File: config.mk
export PLATFORM = sky130hd
export DESIGN_NAME = fcu_top
export DESIGN_NICKNAME = d
export VERILOG_FILES = /design/src/logic/fcu_pkg.sv /design/src/logic/fcu_exec.sv /design/src/logic/fcu_iq.sv /design/src/logic/fcu_issue_select.sv /design/src/logic/fcu_outcome.sv /design/src/logic/fcu_top.sv
export VERILOG_INCLUDE_DIRS = /design/src /design/src/logic
export SDC_FILE = /design/constraint.sdc
export NUM_CORES = 2
export LEC_CHECK = 0
export ABC_AREA = 1
export BUFFER_PORTS_ARGS = -buffer_cell sky130_fd_sc_hd__buf_2
export CAP_MARGIN = 20
export CORE_MARGIN = 1
export CORE_UTILIZATION = 39
export CTS_CLUSTER_SIZE = 30
export DETAILED_ROUTE_END_ITERATION = 8
export GPL_TIMING_DRIVEN = 0
export PLACE_DENSITY = 0.57
export SETUP_SLACK_MARGIN = 0.2
export SYNTH_ARGS = -nofsm -noshare
export SYNTH_HDL_FRONTEND = slang
export SYNTH_SLANG_ARGS = --single-unit
export TNS_END_PERCENT = 10
File: constraint.sdc
create_clock -name clk -period 14.7 [get_ports clk]
set_input_delay 2.94 -clock clk [delete_from_list [all_inputs] [get_ports clk]]
set_output_delay 2.94 -clock clk [all_outputs]
set_load 0.01 [all_outputs]
File: src/logic/fcu_consts.svh
// fcu sizing constants shared by the issue stage and its package
`ifndef FCU_CONSTS_SVH
`define FCU_CONSTS_SVH

// ==============================
// queue and sequence sizing
// ==============================

// number of instruction queue slots
`define IQ_ENTRIES 8

// program order stamp width, wraps far past the queue depth
`define SN_W 8

// ==============================
// datapath and timing
// ==============================

// operand and pc width
`define DATA_W 32

// busy cycles the fcu spends on each op
`define FCU_LATENCY 2

`endif

File: src/logic/fcu_pkg.sv
// fcu package with queue index, sequence number, opcode and fcu state types
`default_nettype none

`include "fcu_consts.svh"

package fcu_pkg;

	// queue slot index
	typedef logic [$clog2(`IQ_ENTRIES)-1:0] qid_t;

	// program order stamp
	typedef logic [`SN_W-1:0] seqnum_t;

	// flow control opcodes
	typedef enum logic [1:0] {
		OP_BEQ = 2'd0,
		OP_BNE = 2'd1,
		OP_BLT = 2'd2,
		OP_JMP = 2'd3
	} fcu_op_e;

	// fcu sequencing
	typedef enum logic [1:0] {
		FCU_IDLE = 2'd0,
		FCU_BUSY = 2'd1,
		FCU_DONE = 2'd2
	} fcu_state_e;

	// true when a is older than b, safe across counter wrap
	function automatic logic sn_older(input seqnum_t a, input seqnum_t b);
		seqnum_t diff;
		diff = b - a;
		return (diff != '0) && !diff[`SN_W-1];
	endfunction

	// one-hot slot vector to index, zero when nothing is set
	function automatic qid_t onehot_to_qid(input logic [`IQ_ENTRIES-1:0] v);
		qid_t idx;
		idx = '0;
		for (int i = 0; i < `IQ_ENTRIES; i++) begin
			if (v[i])
				idx = idx | qid_t'(i);
		end
		return idx;
	endfunction

endpackage

`default_nettype wire

File: src/logic/fcu_exec.sv
// multi-cycle flow control unit resolving branch condition, target and mispredict
`default_nettype none

`include "fcu_consts.svh"

module fcu_exec (
	input  wire                           clk,
	input  wire                           rst,
	input  wire [`IQ_ENTRIES-1:0]         issue,
	input  wire fcu_pkg::fcu_op_e         sel_op,
	input  wire [`DATA_W-1:0]             sel_a,
	input  wire [`DATA_W-1:0]             sel_b,
	input  wire [`DATA_W-1:0]             sel_pc,
	input  wire [`DATA_W-1:0]             sel_target,
	input  wire                           sel_pred,
	input  wire fcu_pkg::seqnum_t         sel_sn,
	output logic                          fcu_idle,
	output logic                          done_pulse,
	output logic                          taken,
	output logic                          miss,
	output fcu_pkg::qid_t                 done_qid,
	output fcu_pkg::seqnum_t              done_sn,
	output logic [`DATA_W-1:0]            next_pc
);
	import fcu_pkg::*;

	localparam int CNT_W = $clog2(`FCU_LATENCY + 1);
	localparam logic [CNT_W-1:0] CNT_LAST = CNT_W'(`FCU_LATENCY - 1);

	fcu_state_e         state;
	logic [CNT_W-1:0]   cnt;

	// latched op
	fcu_op_e            op_q;
	logic [`DATA_W-1:0] a_q;
	logic [`DATA_W-1:0] b_q;
	logic [`DATA_W-1:0] pc_q;
	logic [`DATA_W-1:0] tgt_q;
	logic               pred_q;
	seqnum_t            sn_q;
	qid_t               qid_q;
	logic               cond;
	logic               start;

	// an issue is only ever presented while idle
	assign start = (state == FCU_IDLE) && (|issue);

	// ==============================
	// sequencing
	// ==============================

	// idle -> busy for FCU_LATENCY cycles -> one done cycle -> idle
	always_ff @(posedge clk) begin
		if (rst) begin
			state <= FCU_IDLE;
			cnt   <= '0;
		end else begin
			case (state)
				FCU_IDLE: begin
					if (start) begin
						state <= FCU_BUSY;
						cnt   <= '0;
					end
				end
				FCU_BUSY: begin
					if (cnt == CNT_LAST)
						state <= FCU_DONE;
					else
						cnt <= cnt + 1'b1;
				end
				default: state <= FCU_IDLE;
			endcase
		end
	end

	// operands and tags of the op being resolved
	always_ff @(posedge clk) begin
		if (start) begin
			op_q   <= sel_op;
			a_q    <= sel_a;
			b_q    <= sel_b;
			pc_q   <= sel_pc;
			tgt_q  <= sel_target;
			pred_q <= sel_pred;
			sn_q   <= sel_sn;
			qid_q  <= onehot_to_qid(issue);
		end
	end

	// ==============================
	// resolution
	// ==============================

	always_comb begin
		case (op_q)
			OP_BEQ:  cond = (a_q == b_q);
			OP_BNE:  cond = (a_q != b_q);
			// signed compare
			OP_BLT:  cond = ($signed(a_q) < $signed(b_q));
			OP_JMP:  cond = 1'b1;
			default: cond = 1'b0;
		endcase
	end

	assign taken      = cond;
	assign miss       = cond ^ pred_q;
	assign next_pc    = cond ? tgt_q : pc_q + `DATA_W'(4);
	assign done_qid   = qid_q;
	assign done_sn    = sn_q;
	assign fcu_idle   = (state == FCU_IDLE);
	assign done_pulse = (state == FCU_DONE);

	// selector must hold off until the fcu is back in idle
	a_issue_when_idle: assert property (@(posedge clk) disable iff (rst)
		(|issue) |-> (state == FCU_IDLE))
		else $error("fcu_exec: issue %b seen in state %s", issue, state.name());

endmodule

`default_nettype wire

File: src/logic/fcu_iq.sv
// instruction queue holding dispatched flow control ops until they retire
`default_nettype none

`include "fcu_consts.svh"

module fcu_iq (
	input  wire                            clk,
	input  wire                            rst,
	input  wire                            disp_valid,
	input  wire fcu_pkg::fcu_op_e          disp_op,
	input  wire [`DATA_W-1:0]              disp_a,
	input  wire [`DATA_W-1:0]              disp_b,
	input  wire [`DATA_W-1:0]              disp_pc,
	input  wire [`DATA_W-1:0]              disp_target,
	input  wire                            disp_pred,
	input  wire                            disp_sync,
	input  wire [`IQ_ENTRIES-1:0]          issue,
	input  wire                            retire_pulse,
	input  wire fcu_pkg::qid_t             retire_qid,
	input  wire                            flush_pulse,
	input  wire fcu_pkg::seqnum_t          flush_sn,
	output logic                           disp_ready,
	output logic [`IQ_ENTRIES-1:0]         iq_valid,
	output logic [`IQ_ENTRIES-1:0]         iq_issued,
	output logic [`IQ_ENTRIES-1:0]         iq_prior_sync,
	output fcu_pkg::fcu_op_e               sel_op,
	output logic [`DATA_W-1:0]             sel_a,
	output logic [`DATA_W-1:0]             sel_b,
	output logic [`DATA_W-1:0]             sel_pc,
	output logic [`DATA_W-1:0]             sel_target,
	output logic                           sel_pred,
	output fcu_pkg::seqnum_t               sel_sn
);
	import fcu_pkg::*;

	// per slot payload
	fcu_op_e                op_q  [`IQ_ENTRIES];
	logic [`DATA_W-1:0]     a_q   [`IQ_ENTRIES];
	logic [`DATA_W-1:0]     b_q   [`IQ_ENTRIES];
	logic [`DATA_W-1:0]     pc_q  [`IQ_ENTRIES];
	logic [`DATA_W-1:0]     tgt_q [`IQ_ENTRIES];
	seqnum_t                sn_q  [`IQ_ENTRIES];
	logic [`IQ_ENTRIES-1:0] pred_q;
	logic [`IQ_ENTRIES-1:0] sync_q;

	// per slot control
	logic [`IQ_ENTRIES-1:0] valid_q;
	logic [`IQ_ENTRIES-1:0] issued_q;
	seqnum_t                next_sn;
	qid_t                   free_idx;
	qid_t                   sel_idx;
	logic                   disp_fire;

	// ==============================
	// allocation
	// ==============================

	// downward scan so the lowest free slot wins
	always_comb begin
		free_idx = '0;
		for (int i = `IQ_ENTRIES - 1; i >= 0; i--) begin
			if (!valid_q[i])
				free_idx = qid_t'(i);
		end
	end

	assign disp_ready = ~&valid_q;
	assign disp_fire  = disp_valid & disp_ready;

	// a slot waits while any older valid sync entry is still queued
	always_comb begin
		for (int n = 0; n < `IQ_ENTRIES; n++) begin
			iq_prior_sync[n] = 1'b0;
			for (int m = 0; m < `IQ_ENTRIES; m++) begin
				if (valid_q[m] && sync_q[m] && sn_older(sn_q[m], sn_q[n]))
					iq_prior_sync[n] = 1'b1;
			end
		end
	end

	assign iq_valid  = valid_q;
	assign iq_issued = issued_q;

	// fields of the slot named by the one-hot issue vector
	assign sel_idx    = onehot_to_qid(issue);
	assign sel_op     = op_q[sel_idx];
	assign sel_a      = a_q[sel_idx];
	assign sel_b      = b_q[sel_idx];
	assign sel_pc     = pc_q[sel_idx];
	assign sel_target = tgt_q[sel_idx];
	assign sel_pred   = pred_q[sel_idx];
	assign sel_sn     = sn_q[sel_idx];

	// ==============================
	// slot state
	// ==============================

	// issue marks on the same edge the fcu takes the op
	// a new write overrides a flush landing on the same edge
	always_ff @(posedge clk) begin
		if (rst) begin
			valid_q  <= '0;
			issued_q <= '0;
			next_sn  <= '0;
		end else begin
			for (int i = 0; i < `IQ_ENTRIES; i++) begin
				if (issue[i])
					issued_q[i] <= 1'b1;
				if (flush_pulse && valid_q[i] && sn_older(flush_sn, sn_q[i]))
					valid_q[i] <= 1'b0;
			end
			if (retire_pulse)
				valid_q[retire_qid] <= 1'b0;
			if (disp_fire) begin
				valid_q[free_idx]  <= 1'b1;
				issued_q[free_idx] <= 1'b0;
				next_sn            <= next_sn + 1'b1;
			end
		end
	end

	// payload capture
	always_ff @(posedge clk) begin
		if (disp_fire) begin
			op_q[free_idx]   <= disp_op;
			a_q[free_idx]    <= disp_a;
			b_q[free_idx]    <= disp_b;
			pc_q[free_idx]   <= disp_pc;
			tgt_q[free_idx]  <= disp_target;
			sn_q[free_idx]   <= next_sn;
			pred_q[free_idx] <= disp_pred;
			sync_q[free_idx] <= disp_sync;
		end
	end

	// the selector may only name a queued, not yet issued slot
	a_issue_waiting: assert property (@(posedge clk) disable iff (rst)
		(issue & ~(valid_q & ~issued_q)) == '0)
		else $error("fcu_iq: issue %b names a slot that is not waiting", issue);

endmodule

`default_nettype wire

File: src/logic/fcu_issue_select.sv
// issue selector that picks the lowest ready queue slot when the fcu is free
`default_nettype none

`include "fcu_consts.svh"

module fcu_issue_select (
	input  wire                    clk,
	input  wire                    rst,
	input  wire                    ce,
	input  wire                    fcu_idle,
	input  wire                    flush_pulse,
	input  wire [`IQ_ENTRIES-1:0]  iq_valid,
	input  wire [`IQ_ENTRIES-1:0]  iq_issued,
	input  wire [`IQ_ENTRIES-1:0]  iq_prior_sync,
	output logic [`IQ_ENTRIES-1:0] issue
);

	// slots that could go if the fcu were free
	logic [`IQ_ENTRIES-1:0] ready_vec;
	// next cycle issue pick
	logic [`IQ_ENTRIES-1:0] issuep;
	// global permission to pick this cycle
	logic                   pick_ok;

	// ==============================
	// eligibility
	// ==============================

	// queued, not yet sent and not held behind an older sync op
	assign ready_vec = iq_valid & ~iq_issued & ~iq_prior_sync;

	// the fcu has not latched the previous pick while issue is still up
	// so our own register blocks a second pick
	// no pick in a flush cycle, younger slots are about to vanish
	assign pick_ok = ce & fcu_idle & ~flush_pulse & ~|issue;

	// ascending scan, first ready slot wins
	always_comb begin
		issuep = '0;
		if (pick_ok) begin
			for (int n = 0; n < `IQ_ENTRIES; n++) begin
				if (ready_vec[n] && issuep == '0)
					issuep[n] = 1'b1;
			end
		end
	end

	// ==============================
	// issue register
	// ==============================

	// ce is folded into pick_ok so issue drops after one cycle
	always_ff @(posedge clk) begin
		if (rst)
			issue <= '0;
		else
			issue <= issuep;
	end

	a_issue_onehot: assert property (@(posedge clk) disable iff (rst)
		$onehot0(issue))
		else $error("fcu_issue_select: issue %b is not one-hot", issue);

endmodule

`default_nettype wire

File: src/logic/fcu_outcome.sv
// outcome reporter that retires resolved ops and raises redirect and flush on a miss
`default_nettype none

`include "fcu_consts.svh"

module fcu_outcome (
	input  wire                    clk,
	input  wire                    rst,
	input  wire                    done_pulse,
	input  wire                    taken,
	input  wire                    miss,
	input  wire fcu_pkg::qid_t     done_qid,
	input  wire fcu_pkg::seqnum_t  done_sn,
	input  wire [`DATA_W-1:0]      next_pc,
	output logic                   retire_pulse,
	output fcu_pkg::qid_t          retire_qid,
	output fcu_pkg::seqnum_t       retire_sn,
	output logic                   retire_taken,
	output logic                   redirect_valid,
	output logic [`DATA_W-1:0]     redirect_pc,
	output logic                   flush_pulse,
	output fcu_pkg::seqnum_t       flush_sn,
	output logic [15:0]            miss_count
);

	// ==============================
	// strobes
	// ==============================

	// all strobes trail done_pulse by one cycle
	// redirect and flush fire together, only on a mispredict
	always_ff @(posedge clk) begin
		if (rst) begin
			retire_pulse   <= 1'b0;
			redirect_valid <= 1'b0;
			flush_pulse    <= 1'b0;
			miss_count     <= '0;
		end else begin
			retire_pulse   <= done_pulse;
			redirect_valid <= done_pulse & miss;
			flush_pulse    <= done_pulse & miss;
			// saturates at all ones
			if (done_pulse && miss && miss_count != '1)
				miss_count <= miss_count + 1'b1;
		end
	end

	// ==============================
	// outcome fields
	// ==============================

	// held until the next resolved op
	always_ff @(posedge clk) begin
		if (done_pulse) begin
			retire_qid   <= done_qid;
			retire_sn    <= done_sn;
			retire_taken <= taken;
			redirect_pc  <= next_pc;
			// queue drops everything younger than this op
			flush_sn     <= done_sn;
		end
	end

endmodule

`default_nettype wire

File: src/logic/fcu_top.sv
// flow control issue stage top with queue, selector, fcu and outcome reporter
`default_nettype none

`include "fcu_consts.svh"

module fcu_top (
	input  wire                    clk,
	input  wire                    rst,
	input  wire                    ce,
	input  wire                    disp_valid,
	input  wire fcu_pkg::fcu_op_e  disp_op,
	input  wire [`DATA_W-1:0]      disp_a,
	input  wire [`DATA_W-1:0]      disp_b,
	input  wire [`DATA_W-1:0]      disp_pc,
	input  wire [`DATA_W-1:0]      disp_target,
	input  wire                    disp_pred,
	input  wire                    disp_sync,
	output logic                   disp_ready,
	output logic                   retire_pulse,
	output fcu_pkg::qid_t          retire_qid,
	output fcu_pkg::seqnum_t       retire_sn,
	output logic                   retire_taken,
	output logic                   redirect_valid,
	output logic [`DATA_W-1:0]     redirect_pc,
	output logic [15:0]            miss_count
);
	import fcu_pkg::*;

	// queue <-> selector
	logic [`IQ_ENTRIES-1:0] iq_valid;
	logic [`IQ_ENTRIES-1:0] iq_issued;
	logic [`IQ_ENTRIES-1:0] iq_prior_sync;
	logic [`IQ_ENTRIES-1:0] issue;

	// queue -> fcu
	fcu_op_e                sel_op;
	logic [`DATA_W-1:0]     sel_a;
	logic [`DATA_W-1:0]     sel_b;
	logic [`DATA_W-1:0]     sel_pc;
	logic [`DATA_W-1:0]     sel_target;
	logic                   sel_pred;
	seqnum_t                sel_sn;

	// fcu -> reporter
	logic                   fcu_idle;
	logic                   done_pulse;
	logic                   taken;
	logic                   miss;
	qid_t                   done_qid;
	seqnum_t                done_sn;
	logic [`DATA_W-1:0]     next_pc;

	// reporter -> queue
	logic                   flush_pulse;
	seqnum_t                flush_sn;

	fcu_iq u_iq (
		.clk          (clk),
		.rst          (rst),
		.disp_valid   (disp_valid),
		.disp_op      (disp_op),
		.disp_a       (disp_a),
		.disp_b       (disp_b),
		.disp_pc      (disp_pc),
		.disp_target  (disp_target),
		.disp_pred    (disp_pred),
		.disp_sync    (disp_sync),
		.issue        (issue),
		.retire_pulse (retire_pulse),
		.retire_qid   (retire_qid),
		.flush_pulse  (flush_pulse),
		.flush_sn     (flush_sn),
		.disp_ready   (disp_ready),
		.iq_valid     (iq_valid),
		.iq_issued    (iq_issued),
		.iq_prior_sync(iq_prior_sync),
		.sel_op       (sel_op),
		.sel_a        (sel_a),
		.sel_b        (sel_b),
		.sel_pc       (sel_pc),
		.sel_target   (sel_target),
		.sel_pred     (sel_pred),
		.sel_sn       (sel_sn)
	);

	fcu_issue_select u_sel (
		.clk          (clk),
		.rst          (rst),
		.ce           (ce),
		.fcu_idle     (fcu_idle),
		.flush_pulse  (flush_pulse),
		.iq_valid     (iq_valid),
		.iq_issued    (iq_issued),
		.iq_prior_sync(iq_prior_sync),
		.issue        (issue)
	);

	fcu_exec u_exec (
		.clk        (clk),
		.rst        (rst),
		.issue      (issue),
		.sel_op     (sel_op),
		.sel_a      (sel_a),
		.sel_b      (sel_b),
		.sel_pc     (sel_pc),
		.sel_target (sel_target),
		.sel_pred   (sel_pred),
		.sel_sn     (sel_sn),
		.fcu_idle   (fcu_idle),
		.done_pulse (done_pulse),
		.taken      (taken),
		.miss       (miss),
		.done_qid   (done_qid),
		.done_sn    (done_sn),
		.next_pc    (next_pc)
	);

	fcu_outcome u_out (
		.clk           (clk),
		.rst           (rst),
		.done_pulse    (done_pulse),
		.taken         (taken),
		.miss          (miss),
		.done_qid      (done_qid),
		.done_sn       (done_sn),
		.next_pc       (next_pc),
		.retire_pulse  (retire_pulse),
		.retire_qid    (retire_qid),
		.retire_sn     (retire_sn),
		.retire_taken  (retire_taken),
		.redirect_valid(redirect_valid),
		.redirect_pc   (redirect_pc),
		.flush_pulse   (flush_pulse),
		.flush_sn      (flush_sn),
		.miss_count    (miss_count)
	);

endmodule

`default_nettype wire

# Yosys cells after proc, flatten, opt, wreduce, memory -nomap -nowiden
# Memory sizes are Yosys's and may differ from the RTL's. A register that Yosys moved wholly into a read port is not among the register bits.
# Index checks and enable logic that the tools add are counted.
word_totals:
  n_memories: 6
  inputBits: 136
  output_inout_bits: 63
  ramBits: 1104
  register_bits: 118
op_classes:
  n_reduce_logical: 332
  n_eq_ne: 12
  n_addsub: 76
  magnitude_cmp: 6
  n_mux: 148
  bitwise: 18
memory_table:
  columns: ["name", "depth", "width", "rd", "rd_ports_with_merged_regs", "wr", "line", "rtl"]
  rows:
  - ["u_iq.a_q", 8, 32, 1, 1, 1, "fcu_iq.sv:38", "logic [`DATA_W-1:0] a_q [`IQ_ENTRIES];"]
  - ["u_iq.b_q", 8, 32, 1, 1, 1, "fcu_iq.sv:39", "logic [`DATA_W-1:0] b_q [`IQ_ENTRIES];"]
  - ["u_iq.pc_q", 8, 32, 1, 1, 1, "fcu_iq.sv:40", "logic [`DATA_W-1:0] pc_q [`IQ_ENTRIES];"]
  - ["u_iq.tgt_q", 8, 32, 1, 1, 1, "fcu_iq.sv:41", "logic [`DATA_W-1:0] tgt_q [`IQ_ENTRIES];"]
  - ["u_iq.sn_q", 8, 8, 9, 1, 1, "fcu_iq.sv:42", "seqnum_t sn_q [`IQ_ENTRIES];"]
  - ["u_iq.op_q", 8, 2, 1, 1, 1, "fcu_iq.sv:37", "fcu_op_e op_q [`IQ_ENTRIES];"]
ops:
  columns: ["operator", "count"]
  rows:
  - ["$reduce_bool A8 Y1", 72]
  - ["$sub A8 B8 Y8", 72]
  - ["$logic_and A1 B1 Y1", 172]
  - ["$mux W1", 117]
  - ["$logic_not A1 Y1", 74]
  - ["$mux W3", 12]
  - ["$add A32 B3 Y32 const B", 1]
  - ["$and A8 B8 Y8", 4]
  - ["$eq A32 B32 Y1", 1]
  - ["$lt A32 B32 Y1", 1]
  - ["$mux W32", 1]
  - ["$mux W8", 4]
  - ["$ne A32 B32 Y1", 1]
  - ["$not A8 Y8", 4]
  - ["$add A16 B1 Y16 const B", 1]
  - ["$bwmux W8", 2]
  - ["$ne A16 B16 Y1 const B", 1]
  - ["$lt A3 B4 Y1 const B", 3]
  - ["$mux W2", 6]
  - ["$add A8 B1 Y8 const B", 1]
  - ["$or A8 B8 Y8", 1]
  - ["$pmux W2 S2", 2]
  - ["$reduce_and A8 Y1", 1]
  - ["$reduce_or A8 Y1", 1]
  - ["22 further kinds", 37]

# Longest topological paths before layout
# An unclocked memory read counts as a cell.
logic_depth:
  depth_word: 44
  mapped_depth: 23
  depth_no_buf: 23

# Modules after synthesis
# Synthesis repeated with hierarchy kept, for this count alone.
unflattened:
  cells_unflattened: 7641
  area_unflattened_um2: 74358.8
by_module_without_submodules:
  columns: ["module", "cells_each", "seq_area_each_um2", "area_per_inst_um2", "n_inst"]
  rows:
  - ["fcu_iq", 6802, 34112.7, 64904.7, 1]
  - ["fcu_exec", 555, 4344.2, 6597.6, 1]
  - ["fcu_outcome", 226, 1681.6, 2443.6, 1]
  - ["fcu_issue_select", 58, 160.2, 412.9, 1]

# Least setup slack after synthesis
# No wires, ideal clock.
synth_timing:
  kind: "input port to flip-flop"
  startpoint: "input port disp_valid"
  endpoint: "memory u_iq.a_q[0][0] in the netlist's numbering (enable)"
  path_slack_ns: 1.249
  stages: 2
  arrival_time_ns: 12.635
  setup_time_ns: 0.817
  path_buffers: 0
  required_time_ns: 13.883
  path_cell_list: "nand2_1 nor3_1"
synth_via:
  elab_chain_len: 3
synth_rtl:
  columns: ["element", "line", "rtl"]
  rows:
  - ["start: declaration", "fcu_top.sv:10", "input wire disp_valid,"]
  - ["$and A1 B1 Y1", "fcu_iq.sv:68", "assign disp_fire = disp_valid & disp_ready;"]
  - ["$mux W1", "fcu_iq.sv:124", "if (disp_fire) begin"]
  - ["$mux W1 (not written as such)", "fcu_iq.sv:126", "a_q[free_idx] <= disp_a;"]
  - ["end: declaration", "fcu_iq.sv:38", null]
# No other way between the ends.

# Worst setup path in the final report
layout_timing:
  startpoint: "register u_iq.valid_q[1] (netlist: u_iq.iq_valid[1])"
  endpoint: "output port disp_ready"
layout_via:
  elab_chain_len: 2
layout_rtl:
  columns: ["element", "line", "rtl"]
  rows:
  - ["start: declaration", "fcu_iq.sv:47", "logic [`IQ_ENTRIES-1:0] valid_q;"]
  - ["start signal: assignment", "fcu_iq.sv:102", "valid_q <= '0;"]
  - ["start signal: indexed assignment", "fcu_iq.sv:110", "valid_q[i] <= 1'b0;"]
  - ["start signal: indexed assignment", "fcu_iq.sv:113", "valid_q[retire_qid] <= 1'b0;"]
  - ["$reduce_and A8 Y1", "fcu_iq.sv:67", "assign disp_ready = ~&valid_q;"]
  - ["$logic_not A1 Y1", "fcu_iq.sv:67", null]
  - ["end: declaration", "fcu_top.sv:18", "output logic disp_ready,"]
# No other way between the ends.

==> results.py <==
metrics = {
    "routing": {
        "viasPerCell": 5.54,
        "drtIter0Drc": 5801,
        "dr.pass1.iters": 6,
        "finalWirelength_um": 245000,
        "ant_nets": 0,
        "drc": 0,
        "vias": 53800,
        "routedWlPerCell_um": 25.2,
    },
    "clock_tree": {
        "root_buffer": "clkbuf_16",
        "cts-resized-gates": 0,
        "clk_latency_ps": 800,
        "post_cts_buffers": 0,
        "clkSinkCount": 1360,
        "cts_made_buffers": 145,
        "clock_path_buffers": 3,
        "htreeDepth": 4,
        "clkSlewWorstSetupHoldPaths_ps": 60,
        "cts_hold_buf": 0,
        "tritoncts": "yes",
    },
    "logic_synthesis": {
        "synth_top_area_share_pct": 55.2,
        "synth_async_sr_flop_share_pct": 0,
        "synth_cells": 6786,
        "synth_area_leaders": "edfxtp_1 (55%), ha_1 (8.5%), o21ai_0 (4.8%)",
        "yosysMostFrequentCell": "edfxtp_1",
        "ys_warn_count": 0,
        "avgSynthCellArea_um2": 10.5,
        "yosys.area.top_type": "edfxtp_1",
        "synth-edff-count": 1306,
        "synthFlopType": "edfxtp_1",
        "yosysSeqAreaShare_pct": 56.7,
        "synth_seq_cells": 1360,
        "synth_fp_nets": 7442,
        "synthesis.area_mm2": 0.0710,
        "yosys-top-cells-count": "edfxtp_1 (1306), nor2_1 (887), nand2_1 (873)",
        "synthDistinctLibCells": 52,
    },
    "flow_run": {
        "max_cap_viol_count": 0,
    },
    "floorplanning": {
        "dieArea_mm2": 0.184,
        "core_region_area_mm2": 0.181,
        "fp.dieW_um": 429,
        "rows": 156,
        "dieHeight_um": 429,
        "ioPinCount": 199,
        "initial_core_util_pct": 39.3,
    },
    "critical_path": {
        "path_buf_inv": 2,
        "critPathArrivalTime_ps": 2110,
        "criticalPathCategory": "reg -> out",
        "crit_family": "simple AND/OR/NAND/NOR gates",
        "cp.required_ps": 11760,
        "cp_cell_sequence": "inv_1, nor3_1, nand4_1, buf_2",
        "slowest_delay_ps": 400,
        "worstSetupStartpointType": "flip-flop",
        "cp_slowest_cell": "dfxtp_1",
        "crit_fanout": 4,
        "endpoint_kind": "primary output",
    },
    "grt": {
        "grt_pass1_wl_um": 348000,
        "antenna_found_initial": 57,
        "grt_pass1_vias": 50600,
        "grt_use_total_pct": 25.9,
        "grt_max_degree": 98,
        "grt_overflow": 0,
    },
    "timing": {
        "fmax_ghz": 0.198,
        "post-route-period-util_pct": 34.3,
        "drv_slew": 0,
        "rsz0062_at_grt": "no",
        "relSlewSlack_pct": 18.9,
        "tightest_slew_ps": 1220,
        "finalSetupViolations": 0,
        "fin_worst_skew_ps": 26.8,
        "min_period_ps": 5050,
        "hold_violations": 0,
    },
    "placement": {
        "gp_congestion": 0.954,
        "io_buffers": 198,
        "post_dp_cell_area_mm2": 0.0761,
        "place_hpwl_um": 165000,
    },
    "layout": {
        "drive_gt1_share_pct": 7.62,
        "area_growth_pct": 13.7,
        "design_area_mm2": 0.0808,
        "postLayoutCoreUtil_pct": 44.7,
        "n_fill_cell": 16900,
        "fin_nets": 7854,
    },
    "power_and_ir_drop": {
        "irDropWorstVdd_mv": 0.115,
        "p_per_area_mw_per_mm2": 105,
        "total_power_mw": 8.45,
        "p_leak_nw": 31.2,
    },
    "status": {
        "status": "complete, no violations",
    },
    "worst_hold_path": {
        "hp-class": "reg -> reg",
    },
}
==> registers in the layout, summed over array words and instances (netlist names), 3 cells and up <==
| signal | flops |
|---|---|
| u_out.flush_sn | 8 |
| u_iq.b_q | 256 |
| u_iq.pc_q | 256 |
| u_exec.done_sn | 8 |
| u_iq.tgt_q | 256 |
| u_sel.issue | 8 |
| u_iq.next_sn | 8 |
| u_exec.done_qid | 3 |
| u_out.miss_count | 16 |
| u_iq.pred_q | 8 |
| u_iq.sync_q | 8 |
| u_exec.tgt_q | 32 |
| u_out.retire_qid | 3 |
| u_iq.sn_q | 64 |
| u_exec.pc_q | 32 |
| u_iq.op_q | 16 |
| u_iq.iq_issued | 8 |
| u_iq.a_q | 256 |
| u_exec.a_q | 32 |
| u_exec.b_q | 32 |
| u_iq.iq_valid | 8 |
| u_out.redirect_pc | 32 |
==> cell type report <==
type	instances	area (µm²)	share of cell area, %
diodes	18	45.0	0.0558
plain buffers	295	1170	1.45
clock buffers	186	3840	4.76
clock inverters	75	711	0.880
inverters	499	1910	2.37
multi-input cells	4632	27700	34.3
flip-flops and latches	1360	40300	49.9
well taps	2370	2970	3.67
repair buffers	265	2090	2.58
==> per-stage QoR <==
stage / cells / setup TNS [ps] / setup slack [ps] / hold slack [ps]
after global placement: 9354 / -2501120 / -9780 / 401
after detailed placement: 9420 / 0 / 9010 / 405
final: 9700 / 0 / 9650 / 413
after floorplan: 6786 / 0 / 1250 / 400
after CTS: 9681 / 0 / 9630 / 414
after global routing: 9695 / 0 / 9600 / 427
==> kinds of logic after synthesis <==
kind of cell	after synthesis	synth area share, %
DFF	1360	56.7
buffers and inverters	794	4.28
AOI/OAI and AO/OA	1676	13.4
adders and majority gates	520	9.54
xor gates and xnor gates	282	3.48
and+or+nand+nor	2154	12.6
==> cell usage in the layout, fill, tap and decap left out, types with 8 or more instances in the layout <==
cell type / n
buf_8: 9
edfxtp_1: 1306
buf_2: 230
o22ai_1: 132
nor2_1: 884
fa_1: 36
buf_1: 8
clkinv_1: 33
a21oi_1: 406
o31ai_1: 8
buf_16: 13
nand3b_1: 35
dfxtp_1: 54
buf_12: 11
diode_2: 18
a21o_1: 24
xor2_1: 214
o21a_1: 14
clkbuf_1: 281
buf_6: 35
clkbuf_16: 146
a31oi_1: 151
clkinv_2: 15
o211ai_1: 64
nor3_1: 44
or2_2: 24
nand2_1: 873
o21bai_1: 165
ha_1: 484
a221oi_1: 10
nand3_1: 197
nor4_1: 9
a211oi_1: 8
xnor2_1: 68
inv_1: 494
nand4_1: 48
o21ai_0: 681
==> layer usage <==
layer	global-route usage, %	wire [µm]	vias to the layer above
met1	33.7	99200	26100
li1	-	-	24800
met5	0	110	-
met2	42.8	116000	2286
met4	11.5	11100	16
met3	4.01	18000	553
==> power by group <==
group,switching (mW),internal (mW),leakage [nW]
clock,1.56,1.99,2.21
sequential,0.0454,4.33,12.3
combinational,0.351,0.165,16.6
==> final timing paths <==
kind	slack, ps	start	depth (start not counted)	endpoint
hold / removal	410	u_exec.done_qid[1]	0	u_out.retire_qid[1]
hold reg to reg	410	u_exec.done_qid[1]	0	u_out.retire_qid[1]
setup reg to reg	10120	u_iq.sn_q[5][1]	14	u_sel.issue[7]
setup / recovery	9650	u_iq.iq_valid[1]	4	disp_ready
No activity file was read; power rests on OpenSTA's default activity.
